`config.mk`:
```
export PLATFORM = sky130hd
export DESIGN_NAME = id_stage
export DESIGN_NICKNAME = d
export VERILOG_FILES = /design/src/decode_pkg.sv /design/src/decode_lane_if.sv /design/src/id_stage.sv /design/src/issue_register.sv /design/src/instr_decoder.sv /design/src/rvc_expander.sv
export SDC_FILE = /design/constraint.sdc
export NUM_CORES = 1
export LEC_CHECK = 0
export BUFFER_PORTS_ARGS = -buffer_cell sky130_fd_sc_hd__buf_2
export CAP_MARGIN = 20
export CORE_ASPECT_RATIO = 0.6
export CORE_MARGIN = 2
export CORE_UTILIZATION = 35
export DETAILED_ROUTE_END_ITERATION = 10
export HOLD_SLACK_MARGIN = 0.02
export MAX_ROUTING_LAYER = met4
export SLEW_MARGIN = 20
export SYNTH_ARGS = -nofsm -noshare
export SYNTH_HDL_FRONTEND = slang
export SYNTH_SLANG_ARGS = --single-unit
```
`constraint.sdc`:
```
create_clock -name clk_i -period 13.61 [get_ports clk_i]
set_clock_uncertainty 0.1 [all_clocks]
set_input_delay 1.361 -clock clk_i [delete_from_list [all_inputs] [get_ports clk_i]]
set_output_delay 1.361 -clock clk_i [all_outputs]
set_load 0.01 [all_outputs]
```
`src/decode_pkg.sv`:
```
// Decode stage package
// Lane count, data width, opcode, functional unit and operation encodings,
// and the decoded entry handed to issue

package decode_pkg;

  localparam int unsigned NR_LANES = 2;
  localparam int unsigned XLEN     = 32;

  // RV32I major opcodes handled by the decoders
  typedef enum logic [6:0] {
    OPC_LOAD   = 7'b0000011,
    OPC_OP_IMM = 7'b0010011,
    OPC_AUIPC  = 7'b0010111,
    OPC_STORE  = 7'b0100011,
    OPC_OP     = 7'b0110011,
    OPC_LUI    = 7'b0110111,
    OPC_BRANCH = 7'b1100011,
    OPC_JALR   = 7'b1100111,
    OPC_JAL    = 7'b1101111
  } opcode_t;

  typedef enum logic [1:0] {
    FU_NONE,
    FU_ALU,
    FU_BRANCH,
    FU_LSU
  } fu_t;

  typedef enum logic [4:0] {
    OP_ADD, OP_SUB, OP_AND, OP_OR, OP_XOR,
    OP_SLL, OP_SRL, OP_SRA, OP_SLT, OP_SLTU,
    OP_LUI, OP_AUIPC, OP_JAL, OP_JALR,
    OP_BEQ, OP_BNE, OP_BLT, OP_BGE, OP_BLTU, OP_BGEU,
    OP_LW, OP_SW
  } fu_op_t;

  // Decoded instruction as it waits in the ID/issue register
  typedef struct packed {
    logic [XLEN-1:0] pc;
    fu_t             fu;
    fu_op_t          op;
    logic [4:0]      rs1;
    logic [4:0]      rs2;
    logic [4:0]      rd;
    logic [XLEN-1:0] imm;
    logic            use_imm;
    logic            is_compressed;
    logic            illegal;
  } issue_entry_t;

endpackage
```
`src/decode_lane_if.sv`:
```
// Per-lane connections inside the decode stage
// Expanded words from the RVC expander and decoded entries for issue

`timescale 1ns/1ns

interface fetch_lane_if;
  import decode_pkg::*;

  logic [XLEN-1:0] instr;
  logic [XLEN-1:0] pc;
  logic            is_compressed;
  logic            illegal;
  // Fetched word as it arrived, upper half cleared for compressed words
  logic [XLEN-1:0] orig_instr;

  modport source (output instr, pc, is_compressed, illegal, orig_instr);
  modport sink   (input  instr, pc, is_compressed, illegal, orig_instr);
endinterface

interface decoded_lane_if;
  import decode_pkg::*;

  issue_entry_t    entry;
  logic [XLEN-1:0] orig_instr;
  logic            is_ctrl_flow;

  modport source (output entry, orig_instr, is_ctrl_flow);
  modport sink   (input  entry, orig_instr, is_ctrl_flow);
endinterface

```
`src/id_stage.sv`:
```
// Instruction decode stage for a dual-issue RV32 core
// Expands compressed words, decodes both lanes and holds them for issue

`timescale 1ns/1ns

module id_stage (
  input  logic                                                   clk_i,
  input  logic                                                   rst_ni,
  input  logic                                                   flush_i,
  input  logic [decode_pkg::NR_LANES-1:0][decode_pkg::XLEN-1:0]  fetch_instr_i,
  input  logic [decode_pkg::NR_LANES-1:0][decode_pkg::XLEN-1:0]  fetch_pc_i,
  input  logic [decode_pkg::NR_LANES-1:0]                        fetch_valid_i,
  output logic [decode_pkg::NR_LANES-1:0]                        fetch_ready_o,
  input  logic [decode_pkg::NR_LANES-1:0]                        issue_ack_i,
  output logic [decode_pkg::NR_LANES-1:0]                        issue_valid_o,
  output decode_pkg::issue_entry_t [decode_pkg::NR_LANES-1:0]    issue_entry_o,
  output logic [decode_pkg::NR_LANES-1:0][decode_pkg::XLEN-1:0]  orig_instr_o,
  output logic [decode_pkg::NR_LANES-1:0]                        is_ctrl_flow_o
);
  import decode_pkg::*;

  fetch_lane_if   fetch_lanes [NR_LANES] ();
  decoded_lane_if dec_lanes   [NR_LANES] ();

  rvc_expander u_rvc_expander (
    .fetch_instr_i (fetch_instr_i),
    .fetch_pc_i    (fetch_pc_i),
    .lanes_o       (fetch_lanes)
  );

  // One decoder per issue lane
  for (genvar k = 0; k < NR_LANES; k++) begin : g_dec
    instr_decoder u_instr_decoder (
      .lane_i (fetch_lanes[k]),
      .dec_o  (dec_lanes[k])
    );
  end

  issue_register u_issue_register (
    .clk_i          (clk_i),
    .rst_ni         (rst_ni),
    .flush_i        (flush_i),
    .fetch_valid_i  (fetch_valid_i),
    .fetch_ready_o  (fetch_ready_o),
    .dec_i          (dec_lanes),
    .issue_ack_i    (issue_ack_i),
    .issue_valid_o  (issue_valid_o),
    .issue_entry_o  (issue_entry_o),
    .orig_instr_o   (orig_instr_o),
    .is_ctrl_flow_o (is_ctrl_flow_o)
  );

endmodule

```
`src/issue_register.sv`:
```
// ID/issue register
// Two slots kept in program order, filled from fetch and drained by issue

`timescale 1ns/1ns

module issue_register (
  input  logic                                                   clk_i,
  input  logic                                                   rst_ni,
  input  logic                                                   flush_i,
  input  logic [decode_pkg::NR_LANES-1:0]                        fetch_valid_i,
  output logic [decode_pkg::NR_LANES-1:0]                        fetch_ready_o,
  decoded_lane_if.sink                                           dec_i [decode_pkg::NR_LANES],
  input  logic [decode_pkg::NR_LANES-1:0]                        issue_ack_i,
  output logic [decode_pkg::NR_LANES-1:0]                        issue_valid_o,
  output decode_pkg::issue_entry_t [decode_pkg::NR_LANES-1:0]    issue_entry_o,
  output logic [decode_pkg::NR_LANES-1:0][decode_pkg::XLEN-1:0]  orig_instr_o,
  output logic [decode_pkg::NR_LANES-1:0]                        is_ctrl_flow_o
);
  import decode_pkg::*;

  typedef struct packed {
    issue_entry_t    entry;
    logic [XLEN-1:0] orig_instr;
    logic            is_ctrl_flow;
  } slot_t;

  slot_t [NR_LANES-1:0] lane_in;
  slot_t [NR_LANES-1:0] slot_d;
  slot_t [NR_LANES-1:0] slot_q;
  logic  [NR_LANES-1:0] valid_d;
  logic  [NR_LANES-1:0] valid_q;
  logic  [NR_LANES-1:0] held;
  logic  [NR_LANES-1:0] accept;
  // Keeps fetch_ready_o low until the first edge after reset
  logic                 active_q;

  for (genvar k = 0; k < NR_LANES; k++) begin : g_lane
    assign lane_in[k].entry        = dec_i[k].entry;
    assign lane_in[k].orig_instr   = dec_i[k].orig_instr;
    assign lane_in[k].is_ctrl_flow = dec_i[k].is_ctrl_flow;

    assign issue_entry_o[k]  = slot_q[k].entry;
    assign orig_instr_o[k]   = slot_q[k].orig_instr;
    assign is_ctrl_flow_o[k] = slot_q[k].is_ctrl_flow;
  end

  assign issue_valid_o = valid_q;

  // ----------------------------------------------------------------------
  // Drain, compact, then fill
  // ----------------------------------------------------------------------
  always_comb begin
    slot_d = slot_q;
    held   = valid_q & ~issue_ack_i;

    // Slot 1 moves down so slot 0 always holds the oldest entry
    if (!held[0] && held[1]) begin
      slot_d[0] = slot_q[1];
      held      = 2'b01;
    end

    fetch_ready_o[0] = active_q & ~flush_i & ~held[1];
    fetch_ready_o[1] = active_q & ~flush_i & ~held[0];
    accept           = fetch_valid_i & fetch_ready_o;

    valid_d = held;
    if (accept[0]) begin
      if (!held[0]) begin
        slot_d[0]  = lane_in[0];
        valid_d[0] = 1'b1;
      end else begin
        slot_d[1]  = lane_in[0];
        valid_d[1] = 1'b1;
      end
    end
    // Lane 1 comes only with lane 0, so slot 0 was free as well
    if (accept[1]) begin
      slot_d[1]  = lane_in[1];
      valid_d[1] = 1'b1;
    end

    if (flush_i) begin
      valid_d = '0;
    end
  end

  always_ff @(posedge clk_i or negedge rst_ni) begin
    if (!rst_ni) begin
      valid_q  <= '0;
      active_q <= 1'b0;
    end else begin
      valid_q  <= valid_d;
      active_q <= 1'b1;
    end
  end

  always_ff @(posedge clk_i) begin
    slot_q <= slot_d;
  end

endmodule

```
`src/instr_decoder.sv`:
```
// RV32I instruction decoder for one lane
// Maps an expanded word to functional unit, operation, registers and immediate

`timescale 1ns/1ns

module instr_decoder (
  fetch_lane_if.sink     lane_i,
  decoded_lane_if.source dec_o
);
  import decode_pkg::*;

  logic [XLEN-1:0] instr;
  logic [6:0]      opcode;
  logic [2:0]      funct3;
  logic [6:0]      funct7;
  logic [XLEN-1:0] imm_i;
  logic [XLEN-1:0] imm_s;
  logic [XLEN-1:0] imm_b;
  logic [XLEN-1:0] imm_u;
  logic [XLEN-1:0] imm_j;
  issue_entry_t    entry;
  logic            bad_enc;
  logic            ctrl_flow;

  // Shared by OP and OP-IMM, alt selects SUB or SRA
  function automatic fu_op_t alu_op(input logic [2:0] f3, input logic alt);
    case (f3)
      3'b000:  return alt ? OP_SUB : OP_ADD;
      3'b001:  return OP_SLL;
      3'b010:  return OP_SLT;
      3'b011:  return OP_SLTU;
      3'b100:  return OP_XOR;
      3'b101:  return alt ? OP_SRA : OP_SRL;
      3'b110:  return OP_OR;
      default: return OP_AND;
    endcase
  endfunction

  assign instr  = lane_i.instr;
  assign opcode = instr[6:0];
  assign funct3 = instr[14:12];
  assign funct7 = instr[31:25];

  assign imm_i = {{20{instr[31]}}, instr[31:20]};
  assign imm_s = {{20{instr[31]}}, instr[31:25], instr[11:7]};
  assign imm_b = {{19{instr[31]}}, instr[31], instr[7], instr[30:25], instr[11:8], 1'b0};
  assign imm_u = {instr[31:12], 12'b0};
  assign imm_j = {{11{instr[31]}}, instr[31], instr[19:12], instr[20], instr[30:21], 1'b0};

  always_comb begin
    entry         = '0;
    entry.pc      = lane_i.pc;
    entry.fu      = FU_NONE;
    entry.op      = OP_ADD;
    entry.rs1     = instr[19:15];
    entry.rs2     = instr[24:20];
    entry.rd      = instr[11:7];
    bad_enc       = 1'b0;
    ctrl_flow     = 1'b0;

    case (opcode)
      OPC_OP: begin
        entry.fu = FU_ALU;
        entry.op = alu_op(funct3, funct7[5]);
        if (funct7 != 7'b0000000 &&
            !(funct7 == 7'b0100000 && (funct3 == 3'b000 || funct3 == 3'b101))) begin
          bad_enc = 1'b1;
        end
      end
      OPC_OP_IMM: begin
        entry.fu      = FU_ALU;
        entry.op      = alu_op(funct3, funct3 == 3'b101 && funct7[5]);
        entry.rs2     = '0;
        entry.imm     = imm_i;
        entry.use_imm = 1'b1;
        // Shift immediates only allow the SRAI pattern in the upper bits
        if ((funct3 == 3'b001 && funct7 != 7'b0000000) ||
            (funct3 == 3'b101 && funct7 != 7'b0000000 && funct7 != 7'b0100000)) begin
          bad_enc = 1'b1;
        end
      end
      OPC_LUI, OPC_AUIPC: begin
        entry.fu      = FU_ALU;
        entry.op      = (opcode == OPC_LUI) ? OP_LUI : OP_AUIPC;
        entry.rs1     = '0;
        entry.rs2     = '0;
        entry.imm     = imm_u;
        entry.use_imm = 1'b1;
      end
      OPC_JAL: begin
        entry.fu      = FU_BRANCH;
        entry.op      = OP_JAL;
        entry.rs1     = '0;
        entry.rs2     = '0;
        entry.imm     = imm_j;
        entry.use_imm = 1'b1;
        ctrl_flow     = 1'b1;
      end
      OPC_JALR: begin
        entry.fu      = FU_BRANCH;
        entry.op      = OP_JALR;
        entry.rs2     = '0;
        entry.imm     = imm_i;
        entry.use_imm = 1'b1;
        ctrl_flow     = 1'b1;
        bad_enc       = (funct3 != 3'b000);
      end
      OPC_BRANCH: begin
        entry.fu  = FU_BRANCH;
        entry.rd  = '0;
        entry.imm = imm_b;
        ctrl_flow = 1'b1;
        case (funct3)
          3'b000:  entry.op = OP_BEQ;
          3'b001:  entry.op = OP_BNE;
          3'b100:  entry.op = OP_BLT;
          3'b101:  entry.op = OP_BGE;
          3'b110:  entry.op = OP_BLTU;
          3'b111:  entry.op = OP_BGEU;
          default: bad_enc = 1'b1;
        endcase
      end
      OPC_LOAD, OPC_STORE: begin
        // Word access only
        entry.fu      = FU_LSU;
        entry.use_imm = 1'b1;
        bad_enc       = (funct3 != 3'b010);
        if (opcode == OPC_LOAD) begin
          entry.op  = OP_LW;
          entry.rs2 = '0;
          entry.imm = imm_i;
        end else begin
          entry.op  = OP_SW;
          entry.rd  = '0;
          entry.imm = imm_s;
        end
      end
      default: bad_enc = 1'b1;
    endcase

    entry.is_compressed = lane_i.is_compressed;
    entry.illegal       = lane_i.illegal | bad_enc;
    if (entry.illegal) begin
      entry.fu  = FU_NONE;
      ctrl_flow = 1'b0;
    end
  end

  assign dec_o.entry        = entry;
  assign dec_o.orig_instr   = lane_i.orig_instr;
  assign dec_o.is_ctrl_flow = ctrl_flow;

endmodule

```
`src/rvc_expander.sv`:
```
// RVC expander
// Detects 16-bit compressed words on every lane and rebuilds the
// equivalent RV32I encoding for the supported subset

`timescale 1ns/1ns

module rvc_expander (
  input  logic [decode_pkg::NR_LANES-1:0][decode_pkg::XLEN-1:0] fetch_instr_i,
  input  logic [decode_pkg::NR_LANES-1:0][decode_pkg::XLEN-1:0] fetch_pc_i,
  fetch_lane_if.source                                          lanes_o [decode_pkg::NR_LANES]
);
  import decode_pkg::*;

  // Returns {illegal, expanded word}
  function automatic logic [XLEN:0] expand_rvc(input logic [15:0] c);
    logic [XLEN-1:0] w;
    logic            bad;
    w   = '0;
    bad = 1'b0;
    case ({c[1:0], c[15:13]})
      // C.LW
      5'b00_010: w = {5'b0, c[5], c[12:10], c[6], 2'b00, 2'b01, c[9:7], 3'b010,
                      2'b01, c[4:2], OPC_LOAD};
      // C.SW
      5'b00_110: w = {5'b0, c[5], c[12], 2'b01, c[4:2], 2'b01, c[9:7], 3'b010,
                      c[11:10], c[6], 2'b00, OPC_STORE};
      // C.ADDI
      5'b01_000: w = {{6{c[12]}}, c[12], c[6:2], c[11:7], 3'b000, c[11:7], OPC_OP_IMM};
      // C.LI
      5'b01_010: w = {{6{c[12]}}, c[12], c[6:2], 5'b0, 3'b000, c[11:7], OPC_OP_IMM};
      5'b01_011: begin
        // rd == x2 is C.ADDI16SP, a zero immediate is reserved
        if (c[11:7] == 5'd2 || {c[12], c[6:2]} == 6'd0) begin
          bad = 1'b1;
        end else begin
          w = {{15{c[12]}}, c[6:2], c[11:7], OPC_LUI};
        end
      end
      // C.J
      5'b01_101: w = {c[12], c[8], c[10:9], c[6], c[7], c[2], c[11], c[5:3],
                      c[12], {8{c[12]}}, 5'b0, OPC_JAL};
      // C.BEQZ and C.BNEZ, funct3 bit 0 picks bne
      5'b01_110, 5'b01_111: w = {{4{c[12]}}, c[6:5], c[2], 5'b0, 2'b01, c[9:7],
                                 2'b00, c[13], c[11:10], c[4:3], c[12], OPC_BRANCH};
      5'b10_100: begin
        // rs2 == x0 selects C.JR, C.JALR or C.EBREAK
        if (c[6:2] == 5'd0) begin
          bad = 1'b1;
        end else if (c[12]) begin
          w = {7'b0, c[6:2], c[11:7], 3'b000, c[11:7], OPC_OP};
        end else begin
          w = {7'b0, c[6:2], 5'b0, 3'b000, c[11:7], OPC_OP};
        end
      end
      // Includes the all-zero word
      default: bad = 1'b1;
    endcase
    return {bad, w};
  endfunction

  for (genvar k = 0; k < NR_LANES; k++) begin : g_lane
    logic            compressed;
    logic [XLEN:0]   expanded;

    assign compressed = (fetch_instr_i[k][1:0] != 2'b11);
    assign expanded   = expand_rvc(fetch_instr_i[k][15:0]);

    assign lanes_o[k].is_compressed = compressed;
    assign lanes_o[k].instr         = compressed ? expanded[XLEN-1:0] : fetch_instr_i[k];
    assign lanes_o[k].illegal       = compressed & expanded[XLEN];
    assign lanes_o[k].pc            = fetch_pc_i[k];
    assign lanes_o[k].orig_instr    = compressed ? {16'b0, fetch_instr_i[k][15:0]}
                                                 : fetch_instr_i[k];
  end

endmodule

```
# [After elaboration in Yosys (flattened, before gate mapping)]
# Cells that the tools add are included.
[totals] reg_bits=247 inputBits=135 out_inout_bits=248 wordCells=232
[op_classes] eq_ne=60 mux=78 n_bitwise=13 n_reduce_logical=55
[op_table] cell="one-hot mux 32 bit (8 select lines)" count=2
[op_table] cell="2-to-1 mux 122 bit" count=4
[op_table] cell="one-hot mux 32 bit (5 select lines)" count=2
[op_table] cell="2-to-1 mux 244 bit" count=1
[op_table] cell="2-to-1 mux 32 bit" count=6
[op_table] cell="one-hot mux 5 bit (7 select lines)" count=4
[op_table] cell="one-hot mux 7 bit (7 select lines)" count=2
[op_table] cell="== test 5 x 4 -> 1 bit, second input constant" count=12
[op_table] cell="one-hot mux 5 bit (6 select lines)" count=2
[op_table] cell="== test 7 x 6 -> 1 bit, second input constant" count=8
[op_table] cell="2-to-1 mux 25 bit" count=2
[op_table] cell="== test 7 bit, second input constant" count=6
[op_table] cell="2-to-1 mux 20 bit" count=2
[op_table] cell="2-to-1 mux 5 bit" count=8
[op_table] cell="one-hot mux 5 bit (2 select lines)" count=4
[op_table] cell="2-to-1 mux 1 bit" count=30
[op_table] cell="== test 7 x 5 -> 1 bit, second input constant" count=4
[op_table] cell="OR reduction 7 bit" count=4
[op_table] cell="== test 3 bit, second input constant" count=8
[op_table] cell="== test 5 x 2 -> 1 bit, second input constant" count=4
[op_table] cell="OR reduction 2 bit" count=8
[op_table] cell="== test 7 x 2 -> 1 bit, second input constant" count=2
[op_table] cell="!= test 7 x 6 -> 1 bit, second input constant" count=2
[op_table] cell="nonzero test 7 bit" count=2
[op_table] cell="26 further kinds" count=77

# [Longest topological paths before layout]
[logic_depth] ltp_word=17 depth_mapped=12 ltp_nobuf=8

# [Cells and area by module]
# Synthesis repeated with hierarchy kept, for this count alone.
[unflattened] hier_cells=1935 hier_area_um2=16453.3
[by_module_without_submodules] module="issue_register" n_inst=1 cells_per_inst=1081 area_each_um2=10581.4 seq_area_each_um2=6180.9
[by_module_without_submodules] module="rvc_expander" n_inst=1 cells_per_inst=414 area_each_um2=2727.6 seq_area_each_um2=0.0
[by_module_without_submodules] module="instr_decoder (g_dec[0].u_instr_decoder)" n_inst=1 cells_per_inst=219 area_each_um2=1597.8 seq_area_each_um2=0.0
[by_module_without_submodules] module="instr_decoder (g_dec[1].u_instr_decoder)" n_inst=1 cells_per_inst=221 area_each_um2=1546.5 seq_area_each_um2=0.0

# [Worst setup path after synthesis]
# OpenSTA, ideal clock, no wires.
[synth_timing] kind="input -> register" startpoint="input port flush_i" endpoint="register u_issue_register.slot_q, in the netlist u_issue_register.is_ctrl_flow_o[1] (enable)" setup_ns=0.774 arrival_time_ns=10.519 required_time_ns=12.736 setup_slack_ns=2.217 stages=4 n_path_buf=0 path_cell_list="nand2b_1 a21oi_1 nand2_1 o21ai_0"
[synth_via] elab_chain_len=6 elab_cells_between_ends=8 classes_between="bitwise: 5; reduce/logical: 3"
[synth_lines] element="start, declared" line="id_stage.sv:9" rtl="input logic flush_i,"
[synth_lines] element="NOT 1 bit" line="issue_register.sv:62" rtl="fetch_ready_o[0] = active_q & ~flush_i & ~held[1];"
[synth_lines] element="bitwise AND 1 bit (2 in a row)" line="issue_register.sv:62"
[synth_lines] element="named net fetch_ready_o, one bit" line="id_stage.sv:13" rtl="output logic [decode_pkg::NR_LANES-1:0] fetch_ready_o,"
[synth_lines] element="bitwise AND 2 bit" line="issue_register.sv:64" rtl="accept = fetch_valid_i & fetch_ready_o;"
[synth_lines] element="nonzero test 2 bit (no line)"
[synth_lines] element="AND reduction 2 bit (no line)"
[synth_lines] element="end signal, assigned" line="issue_register.sv:98" rtl="slot_q <= slot_d;"
[synth_lines] element="end, declared" line="issue_register.sv:29" rtl="slot_t [NR_LANES-1:0] slot_q;"
# The timed path passes the listed nets, and every way through them passes these cells.
# A chain may end at the register's enable or synchronous reset.

==> impl_results.md <==
- Outcome: complete, no violations
- Unrepaired setup endpoints after global routing: false
- Vias per cell: 5.79
- Ys async rst share: 1.21%
- Synth area leader: edfxtp_1
- Flops & latches, synth: 247
- Tightest Hold Check Type: flip-flop to flip-flop
- Post-CTS setup buffers: 0
- Critical Path End Type: flip-flop
- Worst endpoint required time: 13.78 ns
- PnR worst setup slack: 9.12 ns
- First-pass GRT wire length: 83100 um
- CP Cell Sequence: buf_2 -> or4b_1 -> o2111ai_1 -> a22o_2 -> nand2_1 -> o21ai_0 -> nor2_1 -> a21oi_1 -> o22ai_2
- Die Ht: 155 um
- Area growth syn-to-layout: 23.8%
- Final Slew Violations: 0
- PortBufs: 382
- Area contributors post-synth: edfxtp_1 27%, dfxtp_1 18%, o21ai_0 6.4%
- DP HPWL: 43200 um
- GRT overflow: 0
- LEAKAGE: 0.00738 uW
- Worst Tran Pin Value: 1.09 ns
- CTS buffer count: 25
- All-Layer GR Usage: 28.4%
- ANT nets after route: 0
- Root Driver: clkbuf_16
- Sequential share of the synthesized area: 46.3%
- Setup crit start kind: input port
- DR DRC count: 0
- Placed cell count: 2231
- Clock transition at the registers of the reported paths: 0.06 ns
- Distinct cell type count after synthesis: 86
- Max Freq: 0.223 GHz
- Nets@finish: 1881
- Final instance area: 16500 um2
- CTS Sinks: 247
- IO Count: 383
- Post-synth EDFFs: 122
- Drt pass-1 iters: 6
- # rows: 55
- Layout cell share with drive strength beyond 1: 29.9%
- Total vias in the final route: 13200
- Setup TNS: 0 ns
- H-tree Lvls: 1
- Mean post-synth cell area: 9.36 um2
- Dominant synthesized flop cell: edfxtp_1
- Die area: 39800 um2
- Synth warnings: 0
- DRT iter0 DRCs: 1649
- Post-DP Area: 15700 um2
- Relative slew slack: 27.4%
- Non-Filler Instances: 2284
- Critical path type: input port to flip-flop
- Slowest CP cell: or4b_1
- Overall routed net length: 57500 um
- Post-synth net total: 1561
- Yosys top cell area share: 27.4%
- Crit path arrival time: 4.66 ns
- Cells after Synth: 1426
- VDD IR-drop max: 0.0639 mV
- Setup violations, final: 0
- Cell area after synthesis: 13400 um2
- Crit path time final: 4.49 ns
- Starting Density: 35.5%
- Final Hold Fails: 0
- Maxcap violations: 0
- Power Density: 121 nW/um2
- CP max stage delay: 0.61 ns
- Chip width: 256 um
- CTS resizes: 0
- Fin crit share: 33.0%
- GP Congestion: 0.976
- Crit Path Max Fanout: 7
- DR WL/cell: 25.2 um
- # hold bufs at CTS: 0
- Initial antenna violation count: 4
- Largest net degree at the start of global routing: 89
- Clock Tree Buf Depth: 3
- Dpl ws: 8.69 ns
- Vias in the first global route: 12300
- Core Area: 37600 um2
- Clk Latency, worst-skew pair: 0.56 ns
- CTS tree: yes
## cell usage after synthesis, types with 21 or more instances
cell,instances
nand3_1,47
a21oi_1,71
a22o_1,43
dfxtp_1,122
clkbuf_1,90
nor2_1,68
edfxtp_1,122
o22ai_1,37
o21ai_0,171
mux2_2,46
nand2_1,198
inv_1,21
mux2i_1,78
## path summary, 6_finish.rpt
path / start / to / slack (ns) / depth (start not counted)
setup / recovery: fetch_instr_i[7] / u_issue_register.issue_entry_o[96] / 9.12 / 9
hold / removal: u_issue_register.orig_instr_o[6] / u_issue_register.orig_instr_o[6] / 0.44 / 2
setup reg to reg: u_issue_register.issue_valid_o[0] / u_issue_register.issue_entry_o[23] / 10.03 / 7
hold reg to reg: u_issue_register.orig_instr_o[6] / u_issue_register.orig_instr_o[6] / 0.44 / 2
max in group asynchronous: rst_ni / u_issue_register.issue_valid_o[1] / 12.80 / 1
min in group asynchronous: rst_ni / u_issue_register.issue_valid_o[0] / 0.50 / 1
## registers in the layout, summed over array words and instances (netlist names)
signal	flops
u_issue_register.active_q	1
u_issue_register.is_ctrl_flow_o	2
u_issue_register.issue_entry_o	178
u_issue_register.issue_valid_o	2
u_issue_register.orig_instr_o	64
## worst max-delay path: cells and delay by family
kind                   cells  cell delay (ns)
AO/OA/AOI/OAI              5             2.21
buffers and inverters      1             0.17
AND/OR/NAND/NOR            3             0.90
## final cells by class
type                            count  area (um2)
Inverter                           22        82.6
Timing Repair Buffer              405        2100
Clock buffer                       30         666
Tap cell                          513         642
Antenna cell                        6        15.0
Multi-Input combinational cell   1045        6670
Fill cell                        3734       21100
Sequential cell                   247        6180
Clock inverter                     16         174
## cells by family after synthesis
family	synth area share, %
DFF	46.3
buffers and inverters	4.03
and+or+nand+nor	15.1
AOI/OAI and AO/OA	24.6
other	0.0281
muxes	9.73
xor gates and xnor gates	0.262
## cells in the final DEF (no fill, tap or decap), types with 10 or more instances in the layout
cell type	count
buf_2	382
nand2_1	197
o21ai_0	170
dfxtp_1	122
edfxtp_1	122
mux2i_1	78
a21oi_1	71
nor2_1	67
nand3_1	46
mux2_2	46
a22o_1	43
o22ai_1	37
clkbuf_16	26
buf_4	22
inv_1	21
nor3_1	16
a221oi_1	16
o221ai_1	16
nand2b_1	15
nor2b_1	14
o21a_1	11
and2_1	10
or3_1	10
o22ai_2	10
## metal layers
| layer | part of all wire, % | wire length (um) | up-vias | global-route usage (%) |
|---|---|---|---|---|
| met1 | 44 | 25100 | 6375 | 38.5 |
| met5 | 0 | 0 | - | - |
| met4 | 2.6 | 1490 | 0 | 7.32 |
| li1 | - | - | 6018 | - |
| met3 | 11 | 6470 | 87 | 8.65 |
| met2 | 43 | 24500 | 743 | 41.1 |
## where the power goes
part	switching, uW	total [uW]	internal [uW]
sequential	33.4	878	845
combinational	254	398	144
clock	312	721	409
## through the flow
step                hold slack [ns]  power (uW)  util (%)
global route                  0.460        2080      43.9
CTS                           0.441        2000      43.8
global placement              0.415        1280      41.6
finish                        0.436        2000      43.9
floorplan                     0.459        1110         -
detailed placement            0.427        1280      41.6
No activity file was read; power rests on OpenSTA's default activity.
